## src/common/map_pkg.sv

```systemverilog
package map_pkg;

	typedef struct packed {
		logic [15:0] addr;
		logic [7:0]  dat;
		logic        rw;   // 1 = read
		logic        cyc;  // one-cycle bus transaction strobe
	} cpu_bus_t;

	typedef struct packed {
		logic [13:0] addr;
		logic        rd;   // one-cycle fetch strobe
		logic        we;   // write level
	} ppu_bus_t;

	typedef struct packed {
		logic os_act;      // register window enabled
		logic sys_rst;     // register window blocked
	} sys_cfg_t;

	typedef struct packed {
		logic [22:0] prg_addr;
		logic        prg_ce;
		logic        prg_we;
		logic [22:0] chr_addr;
		logic        chr_ce;
		logic        chr_we;
		logic        ciram_a10;
		logic        ciram_ce;  // active low
	} map_out_t;

	// offsets inside the 0x41xx window
	localparam logic [7:0] REG_VRAM_CTRL = 8'd0;  // four registers
	localparam logic [7:0] REG_TIMER     = 8'd4;  // two registers
	localparam logic [7:0] REG_APP_BANK  = 8'd6;

	localparam logic [7:0] REG_BASE = 8'h41;
	localparam logic [3:0] RAM_BASE = 4'h5;
	localparam logic [2:0] APP_BASE = 3'h3;  // 0x6000-0x7fff

	localparam logic [5:0] SYS_BANK = 6'h3F;  // system rom sits at 0x7e0000

	localparam int CLK_PER_MS = 50000;
	localparam int MS_CNT_W   = $clog2(CLK_PER_MS);

endpackage

```

## src/common/vram_pkg.sv

```systemverilog
package vram_pkg;

	localparam logic [1:0] REG_VRM_ADDR_LO = 2'd0;
	localparam logic [1:0] REG_VRM_ADDR_HI = 2'd1;
	localparam logic [1:0] REG_VRM_DATA    = 2'd2;
	localparam logic [1:0] REG_VRM_ATTR    = 2'd3;

	typedef enum logic [1:0] {
		STD = 2'd0,
		SAF = 2'd1,
		TST = 2'd2
	} vram_mode_t;

	localparam logic [3:0] MODE_KEY = 4'hA;  // high nibble of a mode write

	localparam int VRAM_AW = 11;

	typedef logic [7:0] ntb_word_t;
	typedef logic [3:0] atr_word_t;

	typedef struct packed {
		logic ppu_off_tst;  // TST mode
		logic saf;          // SAF mode
	} vram_ctl_t;

	typedef struct packed {
		logic [VRAM_AW-1:0] addr;
		ntb_word_t          data;
		logic               we;
	} ntb_wr_t;

	typedef struct packed {
		logic [VRAM_AW-1:0] addr;
		atr_word_t          data;
		logic               we;
	} atr_wr_t;

endpackage

```

## src/source/map_decode.sv

```systemverilog
`timescale 1ns/100ps

module map_decode (
	input  logic                clk,
	input  logic                rst,
	input  map_pkg::cpu_bus_t   cpu,
	input  map_pkg::ppu_bus_t   ppu,
	input  map_pkg::sys_cfg_t   cfg,
	input  logic [7:0]          vram_rd,
	input  logic [7:0]          timer_rd,
	input  vram_pkg::vram_ctl_t vram_ctl,
	input  logic                ppu_hit,
	output logic                vram_sel,
	output logic                timer_sel,
	output logic                ppu_off,
	output map_pkg::map_out_t   map,
	output logic [7:0]          cpu_dout,
	output logic                cpu_oe,
	output logic                ppu_oe
);
	import map_pkg::*;

	logic        reg_area;
	logic        ram_area;
	logic        app_area;
	logic        rom_area;
	logic        regs_ce;
	logic        bank_sel;
	logic        cpu_wr;
	logic [7:0]  reg_addr;
	logic [3:0]  app_bank;
	logic [16:0] prg_lo;

	assign reg_area = (cpu.addr[15:8] == REG_BASE);
	assign ram_area = (cpu.addr[15:12] == RAM_BASE);
	assign app_area = (cpu.addr[15:13] == APP_BASE);
	assign rom_area = cpu.addr[15];
	assign reg_addr = cpu.addr[7:0];
	assign cpu_wr   = cpu.cyc & !cpu.rw;

	assign regs_ce   = reg_area & cfg.os_act & !cfg.sys_rst;
	assign vram_sel  = regs_ce & ({reg_addr[7:2], 2'b00} == REG_VRAM_CTRL);
	assign timer_sel = regs_ce & ({reg_addr[7:1], 1'b0} == REG_TIMER);
	assign bank_sel  = regs_ce & (reg_addr == REG_APP_BANK);

	always_ff @(posedge clk)
	begin
		if (rst)
		begin
			app_bank <= 4'd0;
			ppu_off  <= 1'b0;
		end
		else
		begin
			if (cpu_wr & bank_sel)
				app_bank <= cpu.dat[3:0];
			if (cpu_wr & (cpu.addr == 16'h2001))
				ppu_off <= !cpu.dat[3];  // rendering off hands vram to the loader
		end
	end

	always_comb
	begin
		if (ram_area)
			prg_lo = {5'd0, cpu.addr[11:0]};
		else if (app_area)
			prg_lo = {app_bank, cpu.addr[12:0]};
		else
			prg_lo = {2'b11, cpu.addr[14:0]};  // top 32k of the system bank
	end

	always_comb
	begin
		map.prg_addr  = {SYS_BANK, prg_lo};
		map.prg_ce    = rom_area | ram_area | app_area;
		map.prg_we    = (ram_area | app_area) & !cpu.rw;
		map.chr_addr  = {(ppu_off ? 6'h00 : SYS_BANK), 4'd0, ppu.addr[12:0]};
		map.chr_ce    = !ppu.addr[13];
		map.chr_we    = ppu.we & ppu_off;  // chr ram writable only with ppu off
		map.ciram_a10 = ppu.addr[10];
		// active-low ciram gives way to the internal vram outside ppu_off
		if (ppu_off & !vram_ctl.ppu_off_tst)
			map.ciram_ce = !ppu.addr[13];
		else
			map.ciram_ce = !(ppu.addr[13] & vram_ctl.saf);
	end

	always_comb
	begin
		if (bank_sel)
			cpu_dout = {4'd0, app_bank};
		else if (timer_sel)
			cpu_dout = timer_rd;
		else if (vram_sel)
			cpu_dout = vram_rd;
		else
			cpu_dout = 8'h00;
	end

	assign cpu_oe = regs_ce & cpu.rw & cpu.cyc;
	assign ppu_oe = ppu_hit & !vram_ctl.saf & !vram_ctl.ppu_off_tst;  // std mode only

	// a register read never drives the bus while a prg chip is enabled
	a_oe_in_regs: assert property (@(posedge clk) disable iff (rst)
		$rose(cpu_oe) |-> !map.prg_ce);

endmodule

```

## config.mk

```make
export PLATFORM = sky130hd
export DESIGN_NAME = map_decode
export DESIGN_NICKNAME = d
export VERILOG_FILES = /design/src/common/map_pkg.sv /design/src/common/vram_pkg.sv /design/src/source/map_decode.sv
export SDC_FILE = /design/constraint.sdc
export NUM_CORES = 1
export LEC_CHECK = 0
export BUFFER_PORTS_ARGS = -buffer_cell sky130_fd_sc_hd__clkbuf_2
export CORE_ASPECT_RATIO = 0.6
export CORE_UTILIZATION = 29
export CTS_CLUSTER_SIZE = 12
export DETAILED_ROUTE_END_ITERATION = 10
export MAX_ROUTING_LAYER = met4
export PLACE_DENSITY = 0.75
export RECOVER_POWER = 50
export SLEW_MARGIN = 30
export SYNTH_ARGS = -nofsm -noshare
export SYNTH_HDL_FRONTEND = slang
export SYNTH_SLANG_ARGS = --single-unit
```

## constraint.sdc

```tcl
create_clock -name clk -period 1.37 [get_ports clk]
set_clock_uncertainty 0.2 [all_clocks]
set_input_delay 0.0685 -clock clk [delete_from_list [all_inputs] [get_ports clk]]
set_output_delay 0.0685 -clock clk [all_outputs]
set_load 0.005 [all_outputs]
```

==> reports/metrics.yaml, run 1 <==
status: "finished, violations left"
violations: "negative setup slack"
yosysSeqAreaShare_pct: 9.78
whs_path_depth: 3
whs_ns: 0.0388
clockRootBuffer: "clkbuf_8"
arrival_ns: 1.29
grt_overflow_total: 0
reg2reg_to: "ppu_off$_SDFFE_PP0P_"
cts_made_buffers: 3
swShare_pct: 28.9
rr_worst_depth: 3
grt_usage_pct: 15.6
period_needed_ns: 1.55
clk_path_buf_depth: 2
htree_levels: 1
p_switching_uw: 208
synth_edf_count: 0
initial_core_util_pct: 31.0
synth_top_area_share_pct: 31.5
stdcell_count: 274
place_hpwl_um: 2340
rrSetupSlack_ns: 0.32
reg2reg_from: "ppu_off$_SDFFE_PP0P_"
grt_pass1_vias: 951
end_kind: "primary output"
drc_errors: 0
crit_fanout: 8
firstDrtPassIters: 4
async_flop_share_pct: 0
rsz0062_at_grt: "true"
grt_antenna_before_repair: 0
drtIter0Drc: 21
p_seq_share_pct: 20.3
std_cell_rows: 16
combPwrFrac_pct: 42.0
whs_endpoint: "app_bank[0]$_SDFFE_PP0P_"
coreArea_mm2: 0.00330
hp-start: "rst"
internal-power_uw: 512
numClockSinks: 5
num_vias: 1190
hold_violations: 0
ys.flop_type: "dfxtp_1"
cp-start-kind: "input port"
routed_wl_um: 3150
via_per_inst: 4.34
irDropWorstVdd_uv: 326
dieHeight_um: 48.0
yosys.area.top_type: "buf_4"
io_pins: 130
fmax_mhz: 643
pwr-share-clk_pct: 37.7
port_buffers: 87
die_w_um: 78.7
synth-seq-cells: 5
nNetsFinal: 295
slew_violations: 0
grt_pass1_wl_um: 4280
clkLatencyLatePin_ns: 0.22
p_leak_uw: 0.000925
synth_most_common_cell: "buf_4"
ys.warnings.count: 0
routabilityCongestion: 0.735
grt_max_degree: 13
ant_nets: 0
netlist-cell-type-count: 32
synthCells: 140
avgSynthCellArea_um2: 7.31
post_drt_wl_per_cell_um: 11.5
place_inst: 251
yosys-top-cells-area: "buf_4, dfxtp_1, nand2b_1"
clk_pin_slew_ns: 0.03
period_share_pct: 113
critical_path_class: "in -> out"
synth_commonest_cells: "buf_4, nor2_1, nand2b_1"
cts_tree: "done"
synth.cell_area_mm2: 0.00102
setup_viol: 15
setup_slack_ns: -0.185
hold_class: "in -> reg"
dieArea_mm2: 0.00378
maxCapViolCount: 0
tns_ns: -2.39
area_delta_synth_final_pct: 63.9
drive_gt1_share_pct: 58.1
cellPowerDensity_mw_per_mm2: 429
crit_required_ns: 1.10
n_antenna_cell: 0
[how the worst max path moves through the flow]
stage | start | end | slack, ns | cells past startpoint
2_1_floorplan | cpu[14] | ppu_off$_SDFFE_PP0P_ | -0.09 | 4
3_5_place_dp | cpu[14] | cpu_dout[1] | -0.23 | 7
5_1_grt | cpu[14] | cpu_dout[2] | -0.23 | 7
3_3_place_gp | cpu[14] | ppu_off$_SDFFE_PP0P_ | -0.20 | 5
6_report | cpu[14] | cpu_dout[4] | -0.18 | 7
4_1_cts | cpu[17] | cpu_dout[4] | -0.17 | 7
[sequential cells by signal, indices dropped and copies added (netlist names)]
signal / flops
app_bank: 4
ppu_off: 1
[layout make-up]
cell class / instances / area, µm²
Clock buffer: 4 / 45.0
Fill cell: 336 / 1630
Inverter: 7 / 26.3
Multi-Input combinational cell: 91 / 681
Sequential cell: 5 / 100
Tap cell: 45 / 56.3
Timing Repair Buffer: 122 / 769
[timing repair]
action                     in CTS  in global routing
gates resized for setup        11                 25
setup endpoints to repair      11                 17
hold endpoints to repair       19                  0
hold buffers                   17                  0
pin swaps                      14                  4
setup buffers                   2                  0
[critical path: stages]
cell,delay (ns)
buf_6,0.09
or4_4,0.57
nor2_8,0.12
nand3_4,0.08
buf_12,0.16
nor2_2,0.08
clkbuf_2,0.11
[through the flow]
| step | instance area, µm² | util, % | power, µW | setup slack [ns] |
|---|---|---|---|---|
| final | 1680 | 50.8 | 720 | -0.185 |
| after global routing | 1680 | 50.8 | 770 | -0.229 |
| after CTS | 1620 | 49.0 | 714 | -0.173 |
| after detailed placement | 1340 | 40.4 | 385 | -0.226 |
| after global placement | 1340 | 40.4 | 384 | -0.199 |
| after floorplan | 1050 | - | 319 | -0.0863 |
[cell families after synthesis]
kind of cell | synth area share, %
AND/OR/NAND/NOR | 37.3
buffers and inverters | 34.8
AO/OA/AOI/OAI | 12.0
multiplexers | 5.38
flip-flops | 9.78
other | 0.734
[power by group through the flow]
stage / logic, µW / clock network (µW) / registers [µW]
2_1_floorplan: 171 / 0 / 149
3_3_place_gp: 235 / 0 / 149
3_5_place_dp: 237 / 0 / 149
4_1_cts: 293 / 275 / 146
5_1_grt: 334 / 289 / 146
6_report: 303 / 271 / 146
[layer usage]
layer	track usage [%]	wire, µm	up-vias
met5	-	0	-
met4	1.85	21	0
met3	2.67	215	4
met2	26.8	1480	56
met1	20.1	1430	538
li1	-	-	592
[layout by cell type, fill, tap and decap left out, drive strengths merged, types with 5 or more instances in the layout]
cell type     n
clkbuf       82
buf          27
dlygate4sd3  17
nor2         15
conb         10
nand2b       10
o21ai         8
nand2         8
inv           7
a21oi         5
dfxtp         5
and2b         5
(Power assumes the default switching activity.)
==> inputs of run 2 (changes only) <==
--- a/config.mk
+++ b/config.mk
@@ -5,6 +5,7 @@
 export SDC_FILE = /design/constraint.sdc
 export NUM_CORES = 1
 export LEC_CHECK = 0
+export ABC_AREA = 1
 export BUFFER_PORTS_ARGS = -buffer_cell sky130_fd_sc_hd__clkbuf_2
 export CORE_ASPECT_RATIO = 0.6
 export CORE_UTILIZATION = 29
==> reports/metrics.yaml, run 2 <==
p_switching_uw: 208  # -0.25%
clk_path_buf_depth: 2  # unchanged
synth_most_common_cell: "buf_4"
io_pins: 130  # unchanged
synth_edf_count: 0  # unchanged
internal-power_uw: 510  # -0.39%
setup_viol: 6  # -9
via_per_inst: 4.17  # -4.1%
initial_core_util_pct: 31.2  # +0.19 points
hold_violations: 0  # unchanged
rsz0062_at_grt: "true"
drive_gt1_share_pct: 51.5  # -6.6 points
std_cell_rows: 16  # unchanged
cellPowerDensity_mw_per_mm2: 402  # -6.3%
period_share_pct: 101  # -12 points
fmax_mhz: 720  # +12%
status: "finished, violations left"
critPathBufInv: 5  # +2
grt_antenna_before_repair: 0  # unchanged
grt_pass1_vias: 1029  # +8.2%
nFillCells: 345  # +2.7%
setup_slack_ns: -0.0195  # +0.165 ns
yosys.area.top_type: "buf_4"
async_flop_share_pct: 0  # unchanged
n_antenna_cell: 0  # unchanged
crit_required_ns: 1.10  # about the same
critPathTopFamily: "simple AND/OR/NAND/NOR gates"
grt_pass1_wl_um: 4370  # +1.9%
routed_wl_um: 3380  # +7.4%
dieArea_mm2: 0.00382  # +1.2%
yosysSeqAreaShare_pct: 9.66  # -0.12 points
nNetsFinal: 340  # +15%
final_cell_mix: "clkbuf_2, nand2_1, nor2_1, inv_1, dlygate4sd3_1"
avgSynthCellArea_um2: 5.85  # -20%
combPwrFrac_pct: 40.5  # -1.5 points
die_w_um: 79.2  # +0.59%
layout_commonest_cell: "clkbuf_2"
ys.flop_type: "dfxtp_1"
crit_chain: "buf_6 -> nor2_4 -> nand3_2 -> nor2_4 -> buf_12 -> buf_8 -> nand4_1 -> nand3_1 -> nand2_1 -> inv_1 -> buf_2"
p_leak_uw: 0.00107  # +15%
slowest_stage: "nor2_4"
drc_errors: 0  # unchanged
dpl_worst_slack_ns: -0.176  # +0.0497 ns
dieHeight_um: 48.3  # +0.58%
cts_tree: "done"
synth_commonest_cells: "buf_4, nand2_1, inv_1"
end_kind: "primary output"
clkLatencyLatePin_ns: 0.22  # about the same
grt_max_degree: 10  # -3
largest_reg_flops: 4  # unchanged
coreArea_mm2: 0.00332  # +0.61%
slowest_delay_ns: 0.14  # -0.43 ns
drtIter0Drc: 35  # +67%
synth-seq-cells: 5  # unchanged
grt_overflow_total: 0  # unchanged
swShare_pct: 29.0  # about the same
cp-start-kind: "input port"
numClockSinks: 5  # unchanged
period_needed_ns: 1.39  # -0.165 ns
slew_violations: 0  # unchanged
firstDrtPassIters: 4  # unchanged
regMostFlops: "app_bank"
routabilityCongestion: 0.829  # +13%
yosys-top-cells-area: "buf_4, nand2_1, inv_1"
htree_levels: 1  # unchanged
ant_nets: 0  # unchanged
synth_top_area_share_pct: 29.7  # -1.8 points
pwr-share-clk_pct: 39.1  # +1.4 points
clockRootBuffer: "clkbuf_8"
violations: "negative setup slack"
cts_made_buffers: 3  # unchanged
area_delta_synth_final_pct: 72.2
ys.warnings.count: 0  # unchanged
p_seq_share_pct: 20.4  # about the same
post_drt_wl_per_cell_um: 10.6  # -7.8%
irDropWorstVdd_uv: 310  # -4.9%
synth.cell_area_mm2: 0.00104  # +1.2%
grt_usage_pct: 15.7  # +0.075 points
synthCells: 177  # +26%
maxCapViolCount: 0  # unchanged
hold_class: "in -> reg"
arrival_ns: 1.12  # -0.17 ns
port_buffers: 87  # unchanged
place_hpwl_um: 2510  # +7.2%
critical_path_class: "in -> out"
biggestRegsByFlops: "app_bank x4, ppu_off x1"
utilization_pct: 53.7  # +2.9 points
clk_pin_slew_ns: 0.04  # about the same
netlist-cell-type-count: 23  # -28%
crit_top_cell: "nor2_4"
crit_fanout: 7  # -1
num_vias: 1329  # +12%
[run 2: cell types whose count changed after synthesis, sizes merged, moves of 4 or more]
cell    before  now
nand2        8   32
inv          7   30
nor2        15   29
nand3        1   14
nand2b      10    0
and2b        5    0
mux2i        4    0
nor2b        4    0
o221ai       4    0
[run 2: cells by family after synthesis]
logic type | count (synthesis) | share of synthesized area (%)
AND/OR/NAND/NOR | 86 | 41.8
buffers and inverters | 73 | 42.1
AO/OA/AOI/OAI | 11 | 5.68
flip-flops | 5 | 9.66
other | 2 | 0.725
[run 2: area by class of cell]
cell class	count	area, µm²	area share (%)
clock buffers	4	45.0	2.52
inverters	31	128	7.15
flip-flops and latches	5	100	5.61
multi-input cells	108	604	33.9
well taps	45	56.3	3.16
repair buffers	126	851	47.7
[run 2: timing repair]
| item | in CTS | in global routing |
|---|---|---|
| endpoints found under the setup margin | 8 | 19 |
| gates cloned | 0 | 1 |
| hold buffers | 18 | 0 |
| gates resized for setup | 9 | 44 |
| setup buffers | 3 | 2 |
| pin swaps | 2 | 18 |
| endpoints found under the hold margin | 19 | 0 |
[run 2: worst reg2reg max path: stages (launching register included)]
cell	delay, ns
dfxtp_1	0.29
inv_1	0.10
nand2_1	0.07
nand2_1	0.05
nor2_1	0.03
[run 2: path summary, 6_finish.rpt]
kind | startpoint | cells past startpoint | to | slack [ns]
worst max register to register | app_bank[2]$_SDFFE_PP0P_ | 4 | app_bank[2]$_SDFFE_PP0P_ | 0.52
worst min register to register | ppu_off$_SDFFE_PP0P_ | 2 | ppu_off$_SDFFE_PP0P_ | 0.35
worst min-delay path | cpu[24] | 5 | ppu_off$_SDFFE_PP0P_ | 0.07
worst max-delay path | cfg[0] | 11 | cpu_dout[0] | -0.02
[run 2: per-layer routing]
layer / vias up / GRT usage [%] / routed length [µm]
li1: 695 / - / -
met1: 582 / 20.3 / 1520
met2: 48 / 26.0 / 1620
met3: 4 / 3.55 / 214
met4: 0 / 2.18 / 27
met5: - / - / 0
[run 2: stage by stage]
| stage | setup TNS (ns) | std cells | hold WS, ns | area, µm² | power (µW) |
|---|---|---|---|---|---|
| global placement | -0.988 | 291 | -0.0630 | 1360 | 350 |
| CTS | -0.683 | 316 | 0.0677 | 1640 | 693 |
| global route | -0.775 | 319 | 0.109 | 1780 | 766 |
| detailed placement | -1.64 | 291 | -0.0630 | 1360 | 353 |
| floorplan | 0 | 185 | -0.0365 | 1070 | 285 |
| finish | -0.0758 | 319 | 0.0721 | 1780 | 718 |
[run 2: power by group through the flow]
stage	registers (µW)	logic, µW	clock network [µW]
floorplan	149	137	0
global placement	149	202	0
detailed placement	149	204	0
CTS	146	260	287
global route	146	320	299
finish	146	291	281
==> inputs of run 3 (changes only) <==
--- a/config.mk
+++ b/config.mk
@@ -6,13 +6,13 @@
 export NUM_CORES = 1
 export LEC_CHECK = 0
 export ABC_AREA = 1
-export BUFFER_PORTS_ARGS = -buffer_cell sky130_fd_sc_hd__clkbuf_2
 export CORE_ASPECT_RATIO = 0.6
-export CORE_UTILIZATION = 29
+export CORE_UTILIZATION = 36
 export CTS_CLUSTER_SIZE = 12
 export DETAILED_ROUTE_END_ITERATION = 10
+export DONT_BUFFER_PORTS = 1
 export MAX_ROUTING_LAYER = met4
-export PLACE_DENSITY = 0.75
+export PLACE_DENSITY = 0.48
 export RECOVER_POWER = 50
 export SLEW_MARGIN = 30
 export SYNTH_ARGS = -nofsm -noshare
==> constraint.sdc (replaced) <==
create_clock -name clk -period 1.8 [get_ports clk]
set_clock_uncertainty 0.2 [all_clocks]
set_input_delay 0.09 -clock clk [delete_from_list [all_inputs] [get_ports clk]]
set_output_delay 0.09 -clock clk [all_outputs]
set_load 0.005 [all_outputs]
==> reports/metrics.yaml, run 3 (synthesis results as in run 2) <==
routed_wl_um: 2590  # -24%
num_vias: 1019  # -23%
port_buffers: 0  # -100%
status: "finished, violations left"
numClockSinks: 5  # unchanged
p_switching_uw: 115  # -45%
via_per_inst: 4.70  # +13%
area_delta_synth_final_pct: 16.5
initial_core_util_pct: 39.7  # +8.5 points
final_cell_mix: "dlygate4sd3_1, nand2_1, inv_1, nor2_1, nand3_1"
hold_violations: 0  # unchanged
clk_path_buf_depth: 2  # unchanged
critical_path_class: "in -> reg"
clk_pin_slew_ns: 0.04  # about the same
whs_ns: 0.00863  # -0.0635 ns
place_hpwl_um: 1990  # -21%
biggestRegsByFlops: "app_bank x4, ppu_off x1"
violations: "design-rule violations"
dieArea_mm2: 0.00310  # -19%
tightest_slew_ns: 0.608
regMostFlops: "app_bank"
p_seq_share_pct: 25.4  # +5.0 points
io_pins: 130  # unchanged
swShare_pct: 26.2  # -2.8 points
cts_tree: "done"
max_slew_margin_pct: 59.1
setup_slack_ns: 0.0973  # +0.117 ns
routabilityCongestion: 0.834  # +0.65%
fmax_mhz: 587
arrival_ns: 1.66  # +0.54 ns
nNetsFinal: 251  # -26%
post_drt_wl_per_cell_um: 11.9  # +12%
grt_max_degree: 10  # unchanged
clkLatencyLatePin_ns: 0.22  # about the same
die_w_um: 71.3  # -10%
std_cell_rows: 14  # -2
crit_required_ns: 1.75  # +0.65 ns
n_antenna_cell: 0  # unchanged
maxCapViolCount: 0  # unchanged
htree_levels: 1  # unchanged
final_area_mm2: 0.00121  # -32%
placed_cell_area_um2: 802  # -41%
ctsResizeCount: 0  # -9
rrSetupSlack_ns: 0.38  # -0.14 ns
dpl_worst_slack_ns: 0.382  # +0.558 ns
ant_nets: 0  # unchanged
setup_viol: 0  # -6
nFillCells: 280  # -19%
period_share_pct: 94.6
largest_reg_flops: 4  # unchanged
irDropWorstVdd_uv: 267  # -14%
coreArea_mm2: 0.00261  # -21%
rsz0062_at_grt: "false"
drive_gt1_share_pct: 7.57  # -44 points
layout_commonest_cell: "dlygate4sd3_1"
cts_made_buffers: 3  # unchanged
slew_violations: 0  # unchanged
drc_errors: 8  # +8
grt_pass1_vias: 887  # -14%
grt_overflow_total: 0  # unchanged
period_needed_ns: 1.70
end_kind: "flop"
clockRootBuffer: "clkbuf_8"
grt_antenna_before_repair: 0  # unchanged
tns_ns: 0  # +0.0758 ns
combPwrFrac_pct: 25.5  # -15 points
p_leak_uw: 0.000648  # -39%
drtIter0Drc: 30  # -14%
internal-power_uw: 323  # -37%
cp-start-kind: "input port"
firstDrtPassIters: 8  # +4
grt_usage_pct: 16.2  # +0.48 points
dieHeight_um: 43.6  # -9.8%
pwr-share-clk_pct: 49.1  # +10 points
crit_fanout: 2  # -5
hold_class: "in -> out"
grt_pass1_wl_um: 3760  # -14%
cellPowerDensity_mw_per_mm2: 363  # -9.8%
run 3: changes by cell type in the layout (fill, tap and decap cells not counted), sizes merged:
cell / change
buf: -31
dlygate4sd3: +18
nand3: -1
clkbuf: -75
run 3: final timing paths:
check                                           endpoint  cells past startpoint                     start
worst max-delay path                ppu_off$_SDFFE_PP0P_                      5                   cpu[24]
worst max register to register  app_bank[0]$_SDFFE_PP0P_                      5  app_bank[0]$_SDFFE_PP0P_
worst min register to register      ppu_off$_SDFFE_PP0P_                      2      ppu_off$_SDFFE_PP0P_
worst min-delay path                              map[3]                      1                   ppu[15]
run 3: cell type report:
cell class	instances	area [µm²]	area share, %
inverter	31	118	9.74
tap	32	40.0	3.32
multi-input combinational	107	529	43.8
sequential	5	100	8.29
timing repair buffer	38	375	31.1
clock buffer	4	45.0	3.73
run 3: through the flow:
step	power, µW	cells	util (%)
CTS	436	217	46.3
detailed placement	163	177	30.7
finish	438	217	46.3
global placement	163	177	30.7
floorplan	217	185	-
global route	460	217	46.3
run 3: worst max-delay path, stage by stage:
cell           delay, ns
dlygate4sd3_1       0.54
nor3_1              0.17
nand3_1             0.12
dlygate4sd3_1       0.59
a21oi_1             0.14
run 3: repair_timing:
item,in CTS,in global routing
hold buffers,36,0
endpoints found under the setup margin,0,0
buffers inserted,0,0
endpoints found under the hold margin,31,0
run 3: power groups by stage:
| stage | clock network, µW | logic, µW | registers [µW] |
|---|---|---|---|
| after floorplan | 0 | 104 | 113 |
| after global placement | 0 | 49.7 | 113 |
| after detailed placement | 0 | 50.2 | 113 |
| after CTS | 212 | 112 | 111 |
| after global routing | 226 | 123 | 111 |
| final | 215 | 112 | 111 |
run 3: layer usage:
layer	vias up	wire length (µm)	global-route usage, %	share of wire [%]
met5	-	0	-	0
met2	75	1210	28.0	47
li1	508	-	-	-
met4	0	14	3.20	0.54
met1	434	1120	18.9	43
met3	2	246	4.65	9.5
